**config.mk**
```make
export PLATFORM = sky130hd
export DESIGN_NAME = exu_top
export DESIGN_NICKNAME = d
export VERILOG_FILES = /design/src/verilog/exu_pkg.sv /design/src/verilog/exu_alu.sv /design/src/verilog/exu_alu_shift.sv /design/src/verilog/exu_branch.sv /design/src/verilog/exu_decode.sv /design/src/verilog/exu_top.sv
export SDC_FILE = /design/constraint.sdc
export NUM_CORES = 1
export LEC_CHECK = 0
export ABC_CLOCK_PERIOD_IN_PS = 1200
export BUFFER_PORTS_ARGS = -buffer_cell sky130_fd_sc_hd__buf_2
export CAP_MARGIN = 20
export CORE_MARGIN = 2
export CORE_UTILIZATION = 56
export CTS_CLUSTER_SIZE = 25
export DETAILED_ROUTE_END_ITERATION = 8
export MAX_ROUTING_LAYER = met4
export PLACE_DENSITY = 0.79
export SYNTH_ARGS = -nofsm -noshare
export SYNTH_HDL_FRONTEND = slang
export SYNTH_SLANG_ARGS = --single-unit
```
**constraint.sdc**
```tcl
create_clock -name clk -period 1.2 [get_ports clk]
set_clock_uncertainty 0.15 [all_clocks]
set_input_delay 0.06 -clock clk [delete_from_list [all_inputs] [get_ports clk]]
set_output_delay 0.06 -clock clk [all_outputs]
set_load 0.02 [all_outputs]
```
**src/verilog/exu_pkg.sv**
```systemverilog
/*
 * shared widths, opcodes and types of the RV32I execute stage
 * xlen is fixed at 32, and the decoder and shifter assume it
 * alu_ctrl_t is one-hot, or all zero for an illegal instruction
 * only the opcodes handled by the execute stage are listed
 */
package exu_pkg;

    localparam int xlen = 32;                         // data path width

    // major opcodes, instr[6:0]
    localparam logic [6:0] opc_op     = 7'b0110011;   // register-register
    localparam logic [6:0] opc_op_imm = 7'b0010011;   // register-immediate
    localparam logic [6:0] opc_lui    = 7'b0110111;
    localparam logic [6:0] opc_auipc  = 7'b0010111;
    localparam logic [6:0] opc_jal    = 7'b1101111;
    localparam logic [6:0] opc_jalr   = 7'b1100111;
    localparam logic [6:0] opc_branch = 7'b1100011;   // all six conditional kinds

    // one bit per ALU function, msb first
    typedef struct packed {
        logic alu_add;
        logic alu_sub;
        logic alu_slt;
        logic alu_sltu;
        logic alu_or;
        logic alu_and;
        logic alu_xor;
        logic alu_sll;
        logic alu_srl;
        logic alu_sra;
        logic alu_explicit;       // pass operand b, used by lui
    } alu_ctrl_t;

    typedef enum logic [3:0] {
        br_none, br_eq, br_ne, br_lt, br_ge, br_ltu, br_geu, br_jal, br_jalr
    } br_kind_e;

    typedef enum logic [1:0] {
        sel_b_rs2, sel_b_imm, sel_b_four
    } sel_b_e;

    // decoder output, combinational from instr
    typedef struct packed {
        alu_ctrl_t       alu;
        logic            sel_a_pc;    // operand a is pc instead of rs1
        sel_b_e          sel_b;
        logic [xlen-1:0] imm;         // sign extended, per format
        logic [4:0]      rd;
        logic            rd_we;
        br_kind_e        br_kind;
        logic            illegal;
    } ex_dec_t;

    // registered stage output
    typedef struct packed {
        logic [4:0]      rd;
        logic            rd_we;
        logic [xlen-1:0] wb_data;
        logic            br_taken;
        logic [xlen-1:0] br_target;
        logic            illegal;
    } ex_result_t;

endpackage

```
**src/verilog/exu_alu.sv**
```systemverilog
/*
 * RV32I ALU with one shared adder for add, sub and the compares
 * ctrl must be one-hot or all zero, an all zero ctrl gives result 0
 * less is only meaningful for sub, slt and sltu
 * zero tests the adder output, so it is only valid for add/sub paths
 * shift amount is db[4:0]
 */
`timescale 1ns/1ps

module exu_alu (
    input  logic [exu_pkg::xlen-1:0] da,
    input  logic [exu_pkg::xlen-1:0] db,
    input  exu_pkg::alu_ctrl_t       ctrl,
    output logic                     less,
    output logic                     zero,
    output logic [exu_pkg::xlen-1:0] result
);
    import exu_pkg::*;

    logic            sub_add;     // 1 for subtract
    logic            unsigned_cmp;
    logic [xlen-1:0] db_inv;
    logic [xlen-1:0] add_sum;
    logic            add_carry;
    logic            add_ovf;
    logic [xlen-1:0] cmp_word;    // less zero-extended to a word
    logic [xlen-1:0] shift_out;

    assign sub_add      = ctrl.alu_sub | ctrl.alu_slt | ctrl.alu_sltu;
    assign unsigned_cmp = ctrl.alu_sltu;

    // two's complement subtract, invert b and carry in one
    assign db_inv = {xlen{sub_add}} ^ db;

    assign {add_carry, add_sum} = {1'b0, da} + {1'b0, db_inv} + {{xlen{1'b0}}, sub_add};

    // signed overflow when both inputs agree in sign and the sum does not
    assign add_ovf = (da[xlen-1] == db_inv[xlen-1]) && (da[xlen-1] != add_sum[xlen-1]);

    // no carry out of a - b means a < b unsigned
    assign less = unsigned_cmp ? ~add_carry : (add_ovf ^ add_sum[xlen-1]);
    assign zero = (add_sum == '0);

    assign cmp_word = {{(xlen-1){1'b0}}, less};

    exu_alu_shift u_shift (
        .din   (da),
        .shamt (db[4:0]),
        .left  (ctrl.alu_sll),
        .arith (ctrl.alu_sra),
        .dout  (shift_out)
    );

    // and-or select, relies on one-hot ctrl
    assign result = ({xlen{ctrl.alu_add}}      & add_sum)   |
                    ({xlen{ctrl.alu_sub}}      & add_sum)   |
                    ({xlen{ctrl.alu_slt}}      & cmp_word)  |
                    ({xlen{ctrl.alu_sltu}}     & cmp_word)  |
                    ({xlen{ctrl.alu_or}}       & (da | db)) |
                    ({xlen{ctrl.alu_and}}      & (da & db)) |
                    ({xlen{ctrl.alu_xor}}      & (da ^ db)) |
                    ({xlen{ctrl.alu_sll}}      & shift_out) |
                    ({xlen{ctrl.alu_srl}}      & shift_out) |
                    ({xlen{ctrl.alu_sra}}      & shift_out) |
                    ({xlen{ctrl.alu_explicit}} & db);         // lui pass-through

endmodule

```
**src/verilog/exu_alu_shift.sv**
```systemverilog
/*
 * log-structured barrel shifter, five conditional stages
 * left shifts reuse the right shifter on a bit-reversed word
 * arith fills with the sign bit, only meaningful for right shifts
 */
`timescale 1ns/1ps

module exu_alu_shift (
    input  logic [exu_pkg::xlen-1:0] din,
    input  logic [4:0]               shamt,
    input  logic                     left,
    input  logic                     arith,
    output logic [exu_pkg::xlen-1:0] dout
);
    import exu_pkg::*;

    logic            fill;          // bit shifted in from the top
    logic [xlen-1:0] rev_in;
    logic [xlen-1:0] rev_out;
    logic [xlen-1:0] stage [0:5];   // stage[0] in, stage[5] out

    function automatic logic [xlen-1:0] bit_rev(input logic [xlen-1:0] v);
        logic [xlen-1:0] r;
        for (int i = 0; i < xlen; i++) begin
            r[i] = v[xlen-1-i];
        end
        return r;
    endfunction

    assign fill     = arith & ~left & din[xlen-1];   // zero fill for logical
    assign rev_in   = bit_rev(din);
    assign stage[0] = left ? rev_in : din;

    // stage s shifts right by 2**s when shamt[s] is set
    for (genvar s = 0; s < 5; s++) begin : g_stage
        assign stage[s+1] = shamt[s] ? {{(1 << s){fill}}, stage[s][xlen-1:(1 << s)]}
                                     : stage[s];
    end

    assign rev_out = bit_rev(stage[5]);              // undo reversal for left
    assign dout    = left ? rev_out : stage[5];

endmodule

```
**src/verilog/exu_branch.sv**
```systemverilog
/*
 * branch decision and target adder
 * conditions use the ALU flags, so the decoder must have
 * selected sub for eq/ne, slt for lt/ge and sltu for ltu/geu
 * jal and jalr are always taken, br_none never
 * the target is computed for every kind, only meaningful when taken
 */
`timescale 1ns/1ps

module exu_branch (
    input  exu_pkg::br_kind_e        kind,
    input  logic                     less,
    input  logic                     zero,
    input  logic [exu_pkg::xlen-1:0] pc,
    input  logic [exu_pkg::xlen-1:0] rs1,
    input  logic [exu_pkg::xlen-1:0] imm,
    output logic                     taken,
    output logic [exu_pkg::xlen-1:0] target
);
    import exu_pkg::*;

    logic            is_jalr;
    logic [xlen-1:0] base;        // pc or rs1
    logic [xlen-1:0] sum;

    // condition from the flags of a - b
    always_comb begin
        case (kind)
            br_eq:   taken = zero;
            br_ne:   taken = ~zero;
            br_lt:   taken = less;       // signed via slt
            br_ge:   taken = ~less;
            br_ltu:  taken = less;       // unsigned via sltu
            br_geu:  taken = ~less;
            br_jal,
            br_jalr: taken = 1'b1;
            default: taken = 1'b0;       // br_none
        endcase
    end

    // own adder, the ALU is busy with the compare or the link value
    assign is_jalr = (kind == br_jalr);
    assign base    = is_jalr ? rs1 : pc;
    assign sum     = base + imm;

    // jalr clears bit 0 of rs1 + imm
    assign target = {sum[xlen-1:1], sum[0] & ~is_jalr};

endmodule

```
**src/verilog/exu_decode.sv**
```systemverilog
/*
 * RV32I decoder for the execute stage, purely combinational
 * covers OP, OP-IMM, LUI, AUIPC, JAL, JALR and the six branches
 * anything else, loads and stores included, is flagged illegal
 * rd_we is set for rd = x0 too, the register file drops those writes
 * an illegal word yields an all zero struct apart from illegal
 */
`timescale 1ns/1ps

module exu_decode (
    input  logic [exu_pkg::xlen-1:0] instr,
    output exu_pkg::ex_dec_t         dec
);
    import exu_pkg::*;

    logic [6:0]      opcode;
    logic [2:0]      funct3;
    logic [6:0]      funct7;
    logic [4:0]      rd;
    logic [xlen-1:0] imm_i;
    logic [xlen-1:0] imm_u;
    logic [xlen-1:0] imm_b;
    logic [xlen-1:0] imm_j;
    logic            f7_zero;     // funct7 = 0000000
    logic            f7_alt;      // funct7 = 0100000, sub and sra
    logic            bad;

    assign opcode  = instr[6:0];
    assign rd      = instr[11:7];
    assign funct3  = instr[14:12];
    assign funct7  = instr[31:25];
    assign f7_zero = (funct7 == 7'b0000000);
    assign f7_alt  = (funct7 == 7'b0100000);

    // immediates, sign from bit 31
    assign imm_i = {{20{instr[31]}}, instr[31:20]};
    assign imm_u = {instr[31:12], 12'b0};
    assign imm_b = {{19{instr[31]}}, instr[31], instr[7], instr[30:25], instr[11:8], 1'b0};
    assign imm_j = {{11{instr[31]}}, instr[31], instr[19:12], instr[20], instr[30:21], 1'b0};

    // funct3 to ALU bit, alt picks sub over add and sra over srl
    function automatic alu_ctrl_t f3_to_alu(input logic [2:0] f3, input logic alt);
        alu_ctrl_t c;
        c = '0;
        case (f3)
            3'b000: begin
                c.alu_add = ~alt;
                c.alu_sub = alt;
            end
            3'b001: c.alu_sll  = 1'b1;
            3'b010: c.alu_slt  = 1'b1;
            3'b011: c.alu_sltu = 1'b1;
            3'b100: c.alu_xor  = 1'b1;
            3'b101: begin
                c.alu_srl = ~alt;
                c.alu_sra = alt;
            end
            3'b110: c.alu_or   = 1'b1;
            default: c.alu_and = 1'b1;
        endcase
        return c;
    endfunction

    always_comb begin
        dec         = '0;
        dec.sel_b   = sel_b_rs2;
        dec.br_kind = br_none;
        bad         = 1'b0;
        case (opcode)
            opc_op: begin
                dec.alu   = f3_to_alu(funct3, f7_alt);
                dec.rd    = rd;
                dec.rd_we = 1'b1;
                // alt funct7 only for sub and sra
                bad = !(f7_zero || (f7_alt && (funct3 == 3'b000 || funct3 == 3'b101)));
            end
            opc_op_imm: begin
                dec.alu   = f3_to_alu(funct3, f7_alt && funct3 == 3'b101);  // no subi
                dec.sel_b = sel_b_imm;
                dec.imm   = imm_i;
                dec.rd    = rd;
                dec.rd_we = 1'b1;
                if (funct3 == 3'b001)
                    bad = !f7_zero;
                else if (funct3 == 3'b101)
                    bad = !(f7_zero || f7_alt);
            end
            opc_lui: begin
                dec.alu.alu_explicit = 1'b1;
                dec.sel_b = sel_b_imm;
                dec.imm   = imm_u;
                dec.rd    = rd;
                dec.rd_we = 1'b1;
            end
            opc_auipc: begin
                dec.alu.alu_add = 1'b1;
                dec.sel_a_pc    = 1'b1;
                dec.sel_b       = sel_b_imm;
                dec.imm         = imm_u;
                dec.rd          = rd;
                dec.rd_we       = 1'b1;
            end
            opc_jal, opc_jalr: begin
                dec.alu.alu_add = 1'b1;                 // link = pc + 4
                dec.sel_a_pc    = 1'b1;
                dec.sel_b       = sel_b_four;
                dec.rd          = rd;
                dec.rd_we       = 1'b1;
                dec.imm         = (opcode == opc_jal) ? imm_j : imm_i;
                dec.br_kind     = (opcode == opc_jal) ? br_jal : br_jalr;
                bad             = (opcode == opc_jalr) && (funct3 != 3'b000);
            end
            opc_branch: begin
                dec.imm = imm_b;                        // b operand stays rs2
                case (funct3)
                    3'b000: {dec.alu.alu_sub, dec.br_kind}  = {1'b1, br_eq};
                    3'b001: {dec.alu.alu_sub, dec.br_kind}  = {1'b1, br_ne};
                    3'b100: {dec.alu.alu_slt, dec.br_kind}  = {1'b1, br_lt};
                    3'b101: {dec.alu.alu_slt, dec.br_kind}  = {1'b1, br_ge};
                    3'b110: {dec.alu.alu_sltu, dec.br_kind} = {1'b1, br_ltu};
                    3'b111: {dec.alu.alu_sltu, dec.br_kind} = {1'b1, br_geu};
                    default: bad = 1'b1;
                endcase
            end
            default: bad = 1'b1;                        // unsupported opcode
        endcase

        if (bad) begin
            dec         = '0;
            dec.illegal = 1'b1;
        end
    end

endmodule

```
**src/verilog/exu_top.sv**
```systemverilog
/*
 * execute stage of an in-order RV32I core
 * issue_valid is a one-cycle strobe, no back-pressure
 * one cycle latency, the consumer must take ex_out while ex_valid is high
 * instr, pc and the operands are sampled only with issue_valid
 * illegal instructions still produce ex_valid, with rd_we and br_taken low
 * no forwarding or hazard checks, operands arrive already resolved
 */
`timescale 1ns/1ps

module exu_top (
    input  logic                     clk,
    input  logic                     rst_n,
    input  logic                     issue_valid,
    input  logic [exu_pkg::xlen-1:0] instr,
    input  logic [exu_pkg::xlen-1:0] pc,
    input  logic [exu_pkg::xlen-1:0] rs1_val,
    input  logic [exu_pkg::xlen-1:0] rs2_val,
    output logic                     ex_valid,
    output exu_pkg::ex_result_t      ex_out
);
    import exu_pkg::*;

    ex_dec_t         dec;          // decoded controls
    logic [xlen-1:0] op_a;
    logic [xlen-1:0] op_b;
    logic [xlen-1:0] alu_result;
    logic            alu_less;
    logic            alu_zero;
    logic            br_taken;
    logic [xlen-1:0] br_target;

    // stage register, control part
    logic            rd_we_q;
    logic            br_taken_q;
    logic            illegal_q;

    // stage register, payload part
    logic [4:0]      rd_q;
    logic [xlen-1:0] wb_data_q;
    logic [xlen-1:0] br_target_q;

    exu_decode u_decode (
        .instr (instr),
        .dec   (dec)
    );

    // operand a, pc for auipc and jumps
    assign op_a = dec.sel_a_pc ? pc : rs1_val;

    // operand b
    always_comb begin
        case (dec.sel_b)
            sel_b_imm:  op_b = dec.imm;
            sel_b_four: op_b = xlen'(4);      // link offset
            default:    op_b = rs2_val;       // OP and branches
        endcase
    end

    exu_alu u_alu (
        .da     (op_a),
        .db     (op_b),
        .ctrl   (dec.alu),
        .less   (alu_less),
        .zero   (alu_zero),
        .result (alu_result)
    );

    exu_branch u_branch (
        .kind   (dec.br_kind),
        .less   (alu_less),
        .zero   (alu_zero),
        .pc     (pc),
        .rs1    (rs1_val),
        .imm    (dec.imm),
        .taken  (br_taken),
        .target (br_target)
    );

    // control flops, cleared by reset and on idle cycles
    always_ff @(posedge clk or negedge rst_n) begin
        if (!rst_n) begin
            ex_valid   <= 1'b0;
            rd_we_q    <= 1'b0;
            br_taken_q <= 1'b0;
            illegal_q  <= 1'b0;
        end else begin
            ex_valid   <= issue_valid;
            rd_we_q    <= issue_valid & dec.rd_we & ~dec.illegal;   // no write on illegal
            br_taken_q <= issue_valid & br_taken & ~dec.illegal;
            illegal_q  <= issue_valid & dec.illegal;
        end
    end

    // payload flops, load only on issue and hold otherwise
    always_ff @(posedge clk) begin
        if (issue_valid) begin
            rd_q        <= dec.rd;
            wb_data_q   <= alu_result;      // also the link value for jumps
            br_target_q <= br_target;
        end
    end

    // assemble the result struct
    always_comb begin
        ex_out.rd        = rd_q;
        ex_out.rd_we     = rd_we_q;
        ex_out.wb_data   = wb_data_q;
        ex_out.br_taken  = br_taken_q;
        ex_out.br_target = br_target_q;
        ex_out.illegal   = illegal_q;
    end

endmodule
```
==> results.py, run 1 <==
metrics = {
    "yosys": {
        "synth.avg_cell_area_um2": 8.16,
        "dominantRegCellSynth": "edfxtp_1",
        "synth_most_common_cell": "mux2i_1",
        "synth_edf_count": 69,
        "yosysSeqAreaShare_pct": 17.0,
        "synth_nets": 1830,
        "synth.area.top_cells": "edfxtp_1 16%, ha_1 13%, mux2i_1 10%",
        "synth_common_cells": "133 x mux2i_1, 129 x ha_1, 121 x nor2_1",
        "yosys_warnings": 0,
        "ys_ff_latch": 73,
        "syn_area_mm2": 0.0128,
        "synth_top_area_share_pct": 16.2,
        "syn_inst": 1567,
        "synth_area_leader_cell": "edfxtp_1",
        "ys_types": 76,
        "async_flop_share_pct": 5.48,
    },
    "outcome": {
        "status": "did not finish",
        "flow.stopped_at": "global routing",
        "tool.error": "[ERROR GRT-0116] Global routing finished with congestion. Check the congestion regions in the DRC Viewer.",
    },
    "place": {
        "place_congestion": 1.34,
        "hpwlAfterDp_um": 54500,
        "pre_cts_ws_ps": -6790,
        "io_buffers": 203,
        "dpl-instance-area_mm2": 0.0187,
    },
    "clocking": {
        "cts_sinks": 73,
        "cts-root-buf": "clkbuf_16",
        "cts_inserted_buffers": 9,
        "cts_max_level": 3,
        "clk_path_buf_depth": 2,
    },
    "floorplan": {
        "initial_core_util_pct": 56.8,
        "rows": 55,
        "ios": 204,
        "die_h_um": 155,
        "die_w_um": 155,
    },
    "grt": {
        "grtUsageTotal_pct": 98.3,
        "grt_overflow": 1577,
        "grt_pass1_wl_um": 174000,
        "grt_max_degree": 47,
        "grt_pass1_vias": 25214,
    },
}
-- kinds of logic after synthesis --
family	after synthesis	share of synthesized area, %
flip-flops	73	17.0
AND/OR/NAND/NOR	398	14.9
multiplexers	228	19.0
AO/OA/AOI/OAI	457	24.1
adder cells (fa/ha/maj)	132	13.1
buffers and inverters	190	5.80
XOR/XNOR	89	6.09
-- layer usage --
metal | GRT usage [%] | overflow
met1 | 88.5 | 46
met2 | 123 | 1194
met3 | 77.3 | 47
met4 | 105 | 290
met5 | - | -
-- what timing repair did --
item	in CTS
endpoints found under the setup margin	73
pin swaps	127
gates cloned	2
resized for setup	293
buffers inserted	80
hold buffers	8
hold endpoints to repair	10
-- metrics by stage --
stage	hold WS, ps	std cells	utilization (%)
3_3_place_gp	-261	2557	83.0
4_1_cts	215	2654	93.2
2_1_floorplan	-386	1567	-
3_5_place_dp	-261	2557	83.0
==> run 2, diff against run 1 <==
CORE_UTILIZATION = 40   (was 56)
CTS_CLUSTER_SIZE = unset   (was 25)
MAX_ROUTING_LAYER = unset   (was met4)
PLACE_DENSITY = unset   (was 0.79)
PLACE_DENSITY_LB_ADDON = 0.15   (was unset)
==> results.py, run 2 <==
metrics = {
    "layout": {
        "top_regs": "br_target_q x32, wb_data_q x32, rd_q x5",
        "final_layout_size_suffix_gt1_share_pct": 55.2,
        "nNetsFinal": 2677,
        "final_common_cell": "buf_4",
        "multi_input_area_mm2": 0.0119,
        "finalCoreUtilization_pct": 70.3,
        "seq_area_mm2": 0.00217,
        "fillCellCount": 2570,
        "final_cell_mix": "650 x buf_4, 199 x buf_2, 113 x ha_1",
        "syn2layout_area_growth_pct": 73.5,
        "postLayoutCellArea_mm2": 0.0222,
    },
    "grt": {
        "grt_overflow": 0,
        "grt_max_degree": 34,
        "grtUsageTotal_pct": 37.7,
        "grt_pass1_vias": 15443,
        "grt_pass1_wl_um": 93900,
        "grt_antenna_before_repair": 3,
    },
    "yosys": {
        "yosysSeqAreaShare_pct": 17.0,
        "dominantRegCellSynth": "edfxtp_1",
        "synth_area_leader_cell": "edfxtp_1",
        "ys_types": 76,
        "synth_edf_count": 69,
        "synth_top_area_share_pct": 16.2,
        "syn_area_mm2": 0.0128,
        "synth.avg_cell_area_um2": 8.16,
        "syn_inst": 1567,
        "ys_ff_latch": 73,
        "synth.area.top_cells": "edfxtp_1 16%, ha_1 13%, mux2i_1 10%",
        "synth_nets": 1830,
        "async_flop_share_pct": 5.48,
        "synth_common_cells": "133 x mux2i_1, 129 x ha_1, 121 x nor2_1",
        "yosys_warnings": 0,
        "synth_most_common_cell": "mux2i_1",
    },
    "critical_path": {
        "crit_slowest_cell": "fa_2",
        "worstSetupEndpointType": "flop",
        "critPathBufInv": 8,
        "crit_start": "instr[12]",
        "arrival_ps": 7150,
        "cp_data_required_time_ps": 1300,
        "path_delay_family": "compound AO/OA/AOI/OAI gates",
        "slowest_delay_ps": 460,
        "critical_path_peak_fanout": 8,
        "endpoint": "br_taken_q$_DFF_PN0_",
        "path_depth": 37,
        "worstSetupPathType": "in2reg",
        "critPathMostFrequentCell": "buf_4",
        "cp-start-kind": "input pin",
    },
    "sta": {
        "period_needed_ps": 7050,
        "clock.fmax_mhz": 142,
        "maxSlewViolCount": 0,
        "period_share_pct": 587,
        "finalSetupViolCount": 72,
        "hold_viol": 0,
        "tightest_slew_ps": 668,
        "setup_ws_ps": -5850,
        "slew_headroom_pct": 55.4,
        "rsz0062_at_grt": "true",
    },
    "drt": {
        "drt_iter0_markers": 1499,
        "finalWirelength_um": 66200,
        "ant_nets": 0,
        "firstDrtPassIters": 9,
        "wl_per_cell_um": 23.5,
        "drc_errors": 0,
        "via_per_inst": 5.78,
        "vias": 16301,
    },
    "floorplan": {
        "die_w_um": 183,
        "die_area_mm2": 0.0334,
        "core_area_mm2": 0.0316,
        "initial_core_util_pct": 40.5,
        "ios": 204,
        "rows": 65,
        "die_h_um": 183,
    },
    "pwr": {
        "leakagePower_uw": 0.0101,
        "power_density_mw_per_mm2": 607,
        "vdd_drop_max_uv": 716,
    },
    "outcome": {
        "violations": "negative setup slack",
        "status": "finished, violations left",
    },
    "place": {
        "place_congestion": 1.03,
        "hpwlAfterDp_um": 53800,
        "io_buffers": 203,
        "dpl-instance-area_mm2": 0.0190,
    },
    "clocking": {
        "clk_pin_slew_ps": 70,
        "cts-root-buf": "clkbuf_16",
        "cts_inserted_buffers": 9,
        "cts_max_level": 3,
        "clk_path_buf_depth": 2,
        "cts_sinks": 73,
        "cts_tree": "done",
    },
    "hold_path": {
        "min_path_type": "in2reg",
    },
    "flow_run": {
        "maxCapViolCount": 0,
    },
}
## run 2: cell counts after synthesis
Identical to the previous run, type by type.
## run 2: per-stage QoR
step	power, uW	TNS [ps]	std cells	setup slack (ps)	hold slack [ps]
after floorplan	5810	-249050	1567	-6610	-386
after global placement	9110	-265990	2707	-6730	-258
after detailed placement	9150	-269690	2707	-6920	-256
after CTS	12600	-219170	2769	-6070	32.2
after global routing	14000	-221320	2821	-6300	58.9
final	13500	-212530	2822	-5850	41.6
## run 2: cells by family (layout without fill, tap and decap cells)
| group | after synthesis | in the layout | share of synthesized area (%) |
|---|---|---|---|
| AO/OA/AOI/OAI | 457 | 457 | 24.1 |
| XOR/XNOR | 89 | 89 | 6.09 |
| adder cells (fa/ha/maj) | 132 | 132 | 13.1 |
| buffers and inverters | 190 | 1042 | 5.80 |
| flip-flops | 73 | 73 | 17.0 |
| multiplexers | 228 | 228 | 19.0 |
| other | 0 | 1 | 0 |
| AND/OR/NAND/NOR | 398 | 398 | 14.9 |
## run 2: layer usage
metal / share of wire (%) / global-route usage, % / routed length [um] / up-vias
met5: 0.048 / 0 / 32 / -
met4: 4.8 / 16.0 / 3150 / 4
met3: 8.1 / 6.79 / 5340 / 164
met2: 45 / 60.9 / 29900 / 724
met1: 42 / 49.6 / 27800 / 7867
li1: - / - / - / 7542
## run 2: timing repair
item / in CTS / in global routing
hold buffers: 9 / 0
buffers inserted: 49 / 61
gates resized for setup: 200 / 260
pin swaps: 99 / 117
endpoints found under the setup margin: 72 / 78
hold endpoints to repair: 18 / 0
gates cloned: 0 / 3
## run 2: area by class of cell
cell class,count,share of cell area (%)
inverters,96,1.74
well taps,402,2.27
repair buffers,930,31.4
flip-flops and latches,73,9.78
multi-input cells,1304,53.5
clock inverters,7,0.321
clock buffers,9,1.01
diodes,1,0.0113
## run 2: how the worst min path moves through the flow
stage	endpoint	from	slack, ps	cells past startpoint
floorplan	br_taken_q$_DFF_PN0_	rst_n	-390	0
CTS	br_target_q[20]$_DFFE_PP_	issue_valid	30	2
global placement	illegal_q$_DFF_PN0_	rst_n	-260	1
global route	br_target_q[20]$_DFFE_PP_	issue_valid	60	2
finish	br_target_q[20]$_DFFE_PP_	issue_valid	40	2
detailed placement	illegal_q$_DFF_PN0_	rst_n	-260	1
## run 2: where the power goes
group	switching, uW	leakage, uW	internal (uW)	total (uW)
clock	1360	0.000139	1460	2820
sequential	36.8	0.000716	2960	2990
combinational	4020	0.00928	3660	7680
(Power assumes the default switching activity.)
